### config.mk
export PLATFORM = sky130hd
export DESIGN_NAME = obj_pixel_shifter_flat
export DESIGN_NICKNAME = d
export VERILOG_FILES = /design/src/obj_rom_pkg.sv /design/src/obj_fetch_if.sv /design/src/obj_pixel_shifter.sv /design/src/flat_wrapper.sv
export VERILOG_INCLUDE_DIRS = /design/src
export SDC_FILE = /design/constraint.sdc
export NUM_CORES = 1
export LEC_CHECK = 0
export ABC_AREA = 0
export BUFFER_PORTS_ARGS = -buffer_cell sky130_fd_sc_hd__buf_4
export CAP_MARGIN = 10
export CORE_MARGIN = 5
export CORE_UTILIZATION = 40
export DETAILED_ROUTE_END_ITERATION = 10
export PLACE_DENSITY_LB_ADDON = 0.1
export SLEW_MARGIN = 40
export SYNTH_ARGS = -nofsm -noshare
export SYNTH_HDL_FRONTEND = slang
export SYNTH_SLANG_ARGS = --single-unit
### constraint.sdc
create_clock -name clk -period 2 [get_ports clk]
set_input_delay 0.4 -clock clk [delete_from_list [all_inputs] [get_ports clk]]
set_output_delay 0.4 -clock clk [all_outputs]
set_load 0.02 [all_outputs]
### src/obj_rom_settings.svh
// ----------------------------------------------------------------------------
// object graphics ROM widths
// address, data and download region sizes for the sprite PROM set
// ----------------------------------------------------------------------------
`ifndef OBJ_ROM_SETTINGS_SVH
`define OBJ_ROM_SETTINGS_SVH

// one 8K x 8 PROM
`define OBJ_AW        13
`define OBJ_DW        8

// download address is region on top of the PROM address
`define OBJ_REGION_W  2
`define OBJ_PROG_AW   15

// sixteen pixels per plane word, 2-bit colour index
`define OBJ_WORD_W    16
`define OBJ_PIX_W     2
`define OBJ_CNT_W     4

`endif

### src/obj_rom_pkg.sv
// ----------------------------------------------------------------------------
// object ROM types
// shared vector types and the shifter state encoding
// ----------------------------------------------------------------------------
`include "obj_rom_settings.svh"

package obj_rom_pkg;

    // address inside one PROM, also the object fetch address
    typedef logic [`OBJ_AW-1:0] obj_addr_t;

    // region in the top bits, PROM address below
    typedef logic [`OBJ_PROG_AW-1:0] prog_addr_t;

    typedef logic [`OBJ_DW-1:0] rom_byte_t;

    // msb is the leftmost pixel
    typedef logic [`OBJ_WORD_W-1:0] plane_word_t;

    // bit 1 from plane 1, bit 0 from plane 0
    typedef logic [`OBJ_PIX_W-1:0] obj_pixel_t;

    typedef logic [`OBJ_CNT_W-1:0] pix_count_t;

    typedef enum logic {
        st_idle,
        st_shift
    } shift_state_t;

endpackage

### src/obj_fetch_if.sv
// ----------------------------------------------------------------------------
// object fetch interface
// one fetch request and the plane word returned two cycles later
// ----------------------------------------------------------------------------
`timescale 1ns/100ps

interface obj_fetch_if import obj_rom_pkg::*; ();

    // request side
    logic        rd;
    obj_addr_t   addr;

    // return side, valid is rd two cycles late
    plane_word_t word;
    logic        valid;

    // shifter end
    modport requester (
        output rd,
        output addr,
        input  word,
        input  valid
    );

    // bank end
    modport rom (
        input  rd,
        input  addr,
        output word,
        output valid
    );

endinterface

### src/obj_pixel_shifter.sv
// ----------------------------------------------------------------------------
// object pixel shifter
// issues fetches to both plane banks and streams the returned words out
// as 2-bit pixels, one per cycle, with optional horizontal flip
// ----------------------------------------------------------------------------
`timescale 1ns/100ps

module obj_pixel_shifter import obj_rom_pkg::*; (
    input  logic           clk,
    input  logic           reset,
    input  logic           fetch,
    input  obj_addr_t      fetch_addr,
    input  logic           hflip,
    output logic           ready,
    obj_fetch_if.requester plane0,
    obj_fetch_if.requester plane1,
    output obj_pixel_t     pix,
    output logic           pix_valid
);

    localparam pix_count_t last_pix = '1;
    // three cycles of bank latency, so ask with four pixels still to go
    localparam pix_count_t early_pix = last_pix - pix_count_t'(3);
    localparam int msb = $bits(plane_word_t) - 1;

    shift_state_t state;
    pix_count_t   count;
    logic         accept;
    logic         rd_q;
    obj_addr_t    addr_q;
    logic         in_flight;
    logic         flip_req;
    logic [1:0]   flip_pipe;
    logic         word_flip;
    plane_word_t  sh0;
    plane_word_t  sh1;

    // at most one request waiting for its word
    assign ready  = !in_flight && (state == st_idle || count >= early_pix);
    assign accept = fetch && ready;

    // same request goes to both planes
    assign plane0.rd   = rd_q;
    assign plane0.addr = addr_q;
    assign plane1.rd   = rd_q;
    assign plane1.addr = addr_q;

    // request and in-flight tracking
    always_ff @(posedge clk) begin
        if (reset) begin
            rd_q      <= 1'b0;
            in_flight <= 1'b0;
        end else begin
            rd_q <= accept;
            if (accept) begin
                in_flight <= 1'b1;
            end else if (plane0.valid) begin
                in_flight <= 1'b0;
            end
        end
    end

    // address and flip flag, flip follows the bank latency
    always_ff @(posedge clk) begin
        if (accept) begin
            addr_q   <= fetch_addr;
            flip_req <= hflip;
        end
        flip_pipe <= {flip_pipe[0], flip_req};
    end

    // load on valid, otherwise shift towards the output bit
    always_ff @(posedge clk) begin
        if (plane0.valid) begin
            sh0       <= plane0.word;
            sh1       <= plane1.word;
            word_flip <= flip_pipe[1];
        end else if (state == st_shift) begin
            if (word_flip) begin
                sh0 <= sh0 >> 1;
                sh1 <= sh1 >> 1;
            end else begin
                sh0 <= sh0 << 1;
                sh1 <= sh1 << 1;
            end
        end
    end

    // pixel counter fsm
    always_ff @(posedge clk) begin
        if (reset) begin
            state <= st_idle;
            count <= '0;
        end else if (plane0.valid) begin
            // a new word follows straight on from the last pixel
            state <= st_shift;
            count <= '0;
        end else if (state == st_shift) begin
            count <= count + 1'b1;
            if (count == last_pix) begin
                state <= st_idle;
            end
        end
    end

    // flipped words leave lsb first
    assign pix = word_flip ? {sh1[0], sh0[0]} : {sh1[msb], sh0[msb]};
    assign pix_valid = (state == st_shift);

    // both banks share one request, so they must answer together
    a_planes_aligned: assert property (@(posedge clk) disable iff (reset)
        plane0.valid == plane1.valid);

    // next word lands only on the last pixel of the current one
    a_no_early_word: assert property (@(posedge clk) disable iff (reset)
        plane0.valid && state == st_shift |-> count == last_pix);

endmodule

### src/flat_wrapper.sv
// flat-port wrapper written by rule: the top's interface ports become plain ports
module obj_pixel_shifter_flat import obj_rom_pkg::*;
  (clk, reset, fetch, fetch_addr, hflip, ready, pix, pix_valid, plane0_rd, plane0_addr, plane0_word, plane0_valid, plane1_rd, plane1_addr, plane1_word, plane1_valid);
  obj_fetch_if plane0_i ();
  obj_fetch_if plane1_i ();
  input  logic clk;
  input  logic reset;
  input  logic fetch;
  input  obj_addr_t fetch_addr;
  input  logic hflip;
  output logic ready;
  output obj_pixel_t pix;
  output logic pix_valid;
  output wire logic [$bits(plane0_i.rd)-1:0] plane0_rd;
  output wire logic [$bits(plane0_i.addr)-1:0] plane0_addr;
  input wire logic [$bits(plane0_i.word)-1:0] plane0_word;
  input wire logic [$bits(plane0_i.valid)-1:0] plane0_valid;
  output wire logic [$bits(plane1_i.rd)-1:0] plane1_rd;
  output wire logic [$bits(plane1_i.addr)-1:0] plane1_addr;
  input wire logic [$bits(plane1_i.word)-1:0] plane1_word;
  input wire logic [$bits(plane1_i.valid)-1:0] plane1_valid;
  assign plane0_rd = plane0_i.rd;
  assign plane0_addr = plane0_i.addr;
  assign plane0_i.word = plane0_word;
  assign plane0_i.valid = plane0_valid;
  assign plane1_rd = plane1_i.rd;
  assign plane1_addr = plane1_i.addr;
  assign plane1_i.word = plane1_word;
  assign plane1_i.valid = plane1_valid;
  obj_pixel_shifter u_core (.clk(clk), .reset(reset), .fetch(fetch), .fetch_addr(fetch_addr), .hflip(hflip), .ready(ready), .plane0(plane0_i), .plane1(plane1_i), .pix(pix), .pix_valid(pix_valid));
endmodule
Word level (Yosys, flattened, before mapping)

Cells that the tools add are included.

Bitwise gates (word level): 1
$lt $le $gt $ge: 1
Reduce and logical (&&, ||, !) cells: 7
Equal/unequal tests: 1
Multiplexer cells: 12
Add/subtract/negate cells: 1

Operators with widths:

| kind                                                     | number |
|---|---|
| two-way mux 16 bit                                       | 6 |
| two-way mux 1 bit                                        | 5 |
| adder 4 x 1 -> 4 bit, second input constant              | 1 |
| equality test 4 bit, second input constant               | 1 |
| greater-or-equal comparator 4 bit, second input constant | 1 |
| nonzero test 2 bit                                       | 2 |
| logical AND 1 bit                                        | 2 |
| two-way mux 2 bit                                        | 1 |
| OR reduction 2 bit                                       | 1 |
| zero test 1 bit                                          | 1 |
| logical OR 1 bit                                         | 1 |
| NOT 1 bit                                                | 1 |

Word-level logic and storage cells: 33
Output and inout port bits: 32
Bits in registers: 56
Input port bits: 51

Depth between registers and ports, before layout

Depth after elaboration: 5
Mapped depth: 4
Gate-level depth less buffers: 4

Worst setup path before layout

No wires, ideal clock.

Path kind: register to register
Start: register u_core.state, in the netlist u_core.pix_valid
End: register u_core.sh0[0], enable pin
Setup slack: 0.246 ns
Period minus slack after synthesis: 1.754 ns
Stages on the path, launching flop included: 3
Arrival time: 1.363 ns
Data required time: 1.610 ns
Buffers on the path: 1
Cell sequence: dfxtp_1 > buf_4 > or2_1

Cells in the longest elaborated chain, start to end: 1

RTL lines:

| element                      | RTL line                 | text |
|---|---|---|
| start: declaration           | obj_pixel_shifter.sv:26  | `shift_state_t state;` |
| start signal: assignment     | obj_pixel_shifter.sv:92  | `state <= st_idle;` |
| start signal: assignment     | obj_pixel_shifter.sv:96  | `state <= st_shift;` |
| start signal: assignment     | obj_pixel_shifter.sv:101 | `state <= st_idle;` |
| nonzero test 2 bit (no line) | --                       |  |
| end signal: assignment       | obj_pixel_shifter.sv:75  | `sh0 <= plane0.word;` |
| end signal: assignment       | obj_pixel_shifter.sv:80  | `sh0 <= sh0 >> 1;` |
| end signal: assignment       | obj_pixel_shifter.sv:83  | `sh0 <= sh0 << 1;` |
| end: declaration             | obj_pixel_shifter.sv:35  | `plane_word_t sh0;` |

Every way passes these cells.
A chain may end at the register's enable or synchronous reset.

Worst setup path in the final report

Start: register u_core.state, in the netlist u_core.pix_valid
End: output ready

Cells in the longest elaborated chain, start to end: 3

RTL lines:

| element           | RTL line                | text |
|---|---|---|
| NOT 1 bit         | obj_pixel_shifter.sv:39 | `assign ready = !in_flight && (state == st_idle \|\| count >= early_pix);` |
| logical OR 1 bit  | obj_pixel_shifter.sv:39 |  |
| logical AND 1 bit | obj_pixel_shifter.sv:39 |  |
| end: declaration  | flat_wrapper.sv:11      | `output logic ready;` |

Every way passes these cells.

==> flow_summary.json <==
{
  "status": "finished clean",
  "fin_nets": 316,
  "hold_ws_ns": 0.2733,
  "cts_hold_buf": 0,
  "regToRegStartpoint": "u_core.pix_valid",
  "hold_viol": 0,
  "die_x_microns": 90.45,
  "mostFrequentLayoutCells": "buf_4 (85), edfxtp_1 (47), nand2_1 (30), mux2i_1 (29), o21ai_1 (28)",
  "port_buffers": 81,
  "seq_area_frac_synth_pct": 61.48,
  "coreArea_sq_um": 6314,
  "synth_nets": 249,
  "critical-path-top-delay-family": "flip-flops",
  "post_cts_buffers": 0,
  "routed_via_density": 4.865,
  "fmax_ghz": 0.5815,
  "crit_start": "u_core.pix_valid",
  "first_iter_violations": 110,
  "cts.repair.resized": 0,
  "wl_per_cell_microns": 14.34,
  "leakagePower_nw": 1.363,
  "grt_pass1_vias": 1706,
  "fin_ws_ns": 0.2803,
  "cp_num_cells": 3,
  "cp_max_fo": 8,
  "max_slew_margin_pct": 65.11,
  "rr_worst_depth": 3,
  "grt_setup_unrepaired": "no",
  "dieArea_sq_um": 8180,
  "num_io_pins": 83,
  "grt_usage_pct": 12.21,
  "grt_pass1_wl_microns": 8224,
  "critical_path_class": "reg -> out",
  "ys_types": 27,
  "endpoint": "ready",
  "fillers": 607,
  "via_count": 1664,
  "cts_made_buffers": 5,
  "setup_tns_ns": 0,
  "seq_area_sq_um": 1592,
  "max_cap_violations": 0,
  "max_stage_delay_ns": 0.49,
  "p_per_area_nw_per_um2": 756.5,
  "finalSetupViolCount": 0,
  "hold_path.class": "in -> reg",
  "path_cells": "a21bo_1, nor2b_1, buf_4",
  "cp_data_required_time_ns": 1.60,
  "ys_ff_latch": 56,
  "worst_pin_slew_ns": 0.5228,
  "ys_warn_count": 0,
  "area_delta_synth_final_pct": 23.20,
  "irDropWorstVdd_uv": 306.9,
  "rows": 29,
  "antenna_found_initial": 0,
  "synth_top_area_cell": "edfxtp_1",
  "route.antenna.remaining_nets": 0,
  "grt_overflow": 0,
  "die_h_microns": 90.45,
  "post-route-util_pct": 50.52,
  "gp_congestion": 0.7058,
  "placed_area_sq_um": 3109,
  "crit_arrival_ns": 1.32,
  "r2r_setup_slack_ns": 0.54,
  "period_needed_ns": 1.720,
  "cts_sinks": 56,
  "first_pass_iters": 4,
  "hpwl_microns": 3576,
  "r2r_end": "u_core.plane0.addr[7]",
  "cts-root-buf": "clkbuf_8",
  "routed_wl_microns": 4904,
  "multiInputGateArea_sq_um": 759.5,
  "slew_violations": 0,
  "clk_path_buf_depth": 2,
  "dp_worst_setup_slack_ns": 0.5329,
  "synth.area.top_cells": "edfxtp_1 (55%), mux2i_1 (11%), dfxtp_1 (7.0%), o21ai_1 (5.4%), buf_4 (4.9%)",
  "syn_area_sq_um": 2589,
  "total_power_mw": 2.413,
  "drive_gt1_share_pct": 36.98,
  "grt_start_max_net_pins": 33,
  "diodes": 0,
  "cts_tree": "yes",
  "synthCells": 197,
  "min_period_over_period_pct": 85.99,
  "synth_top_area_share_pct": 54.52,
  "post-route-drc-count": 0,
  "cts.htree.levels": 2,
  "worstSetupEndpointType": "output pin",
  "crit_slowest_cell": "dfxtp_1",
  "layout.cells.non_filler": 342,
  "final_common_cell": "buf_4",
  "avgSynthCellArea_sq_um": 13.14,
  "place_inst": 334,
  "finClkSkew_ns": 0.006695,
  "clkTransAtPathRegs_ns": 0.09,
  "worstSetupStartpointType": "flop",
  "path_buf_inv": 1,
  "initial_core_util_pct": 41.00,
  "clk_latency_ns": 0.30,
  "stdcell_area_sq_um": 3189
}
==> where the power goes <==
group / switching [mW] / leakage, nW / internal (mW)
combinational: 0.192 / 0.777 / 0.197
clock: 0.340 / 0.0403 / 0.240
sequential: 0.0564 / 0.545 / 1.39
==> sequential cells by signal, summed over array words and instances (netlist names) <==
register and cells:
u_core.sh1 16, u_core.flip_pipe 2, u_core.word_flip 1, u_core.pix_valid 1, u_core.count 4, u_core.in_flight 1
u_core.plane0.addr 13, u_core.sh0 16, u_core.flip_req 1, u_core.plane0.rd 1
==> cell usage after synthesis <==
| cell type | instances |
|---|---|
| nor2_2 | 1 |
| mux2i_1 | 29 |
| ha_1 | 1 |
| nand2b_1 | 1 |
| buf_4 | 17 |
| o21ai_1 | 28 |
| buf_6 | 3 |
| nand4_1 | 1 |
| mux2_2 | 1 |
| buf_2 | 1 |
| buf_12 | 3 |
| mux2_4 | 1 |
| nor2_1 | 2 |
| xor2_1 | 2 |
| or2_1 | 1 |
| a22o_1 | 4 |
| a21oi_1 | 2 |
| edfxtp_1 | 47 |
| clkbuf_1 | 2 |
| nor3_2 | 4 |
| xnor2_1 | 1 |
| inv_1 | 1 |
| nand2_1 | 30 |
| dfxtp_1 | 9 |
| nor2b_1 | 3 |
| nand3_1 | 1 |
| a21bo_1 | 1 |
==> routing by layer <==
metal / routed length [microns] / up-vias / global-route usage, %
li1: - / 828 / -
met1: 2317 / 775 / 16.91
met2: 2215 / 56 / 18.41
met3: 335 / 5 / 4.167
met4: 35 / 0 / 2.978
met5: 0 / - / 0
==> worst min path at each step <==
stage / startpoint / cells after the start / endpoint
after CTS: fetch_addr[10] / 1 / u_core.plane0.addr[10]
after detailed placement: u_core.flip_pipe[0] / 0 / u_core.flip_pipe[1]
after global routing: fetch_addr[3] / 1 / u_core.plane0.addr[3]
final: fetch_addr[10] / 1 / u_core.plane0.addr[10]
after global placement: u_core.flip_pipe[0] / 0 / u_core.flip_pipe[1]
after floorplan: u_core.flip_pipe[0] / 0 / u_core.flip_pipe[1]
==> cell families after synthesis <==
kind of cell             count (synthesis)  share of synthesized area, %
flip-flops                              56                         61.48
AND/OR/NAND/NOR                         44                         8.072
AO/OA/AOI/OAI                           35                         7.540
multiplexers                            31                         12.23
buffers and inverters                   27                         9.183
XOR/XNOR                                 3                         1.015
adder cells (fa/ha/maj)                  1                        0.4832
==> area by class of cell <==
| class | count | share of cell area, % |
|---|---|---|
| flip-flops and latches | 56 | 49.90 |
| repair buffers | 86 | 20.64 |
| well taps | 77 | 3.021 |
| multi-input cells | 114 | 23.81 |
| clock buffers | 6 | 2.275 |
| clock inverters | 2 | 0.2354 |
| inverters | 1 | 0.1177 |
No activity file was read; power rests on OpenSTA's default activity.
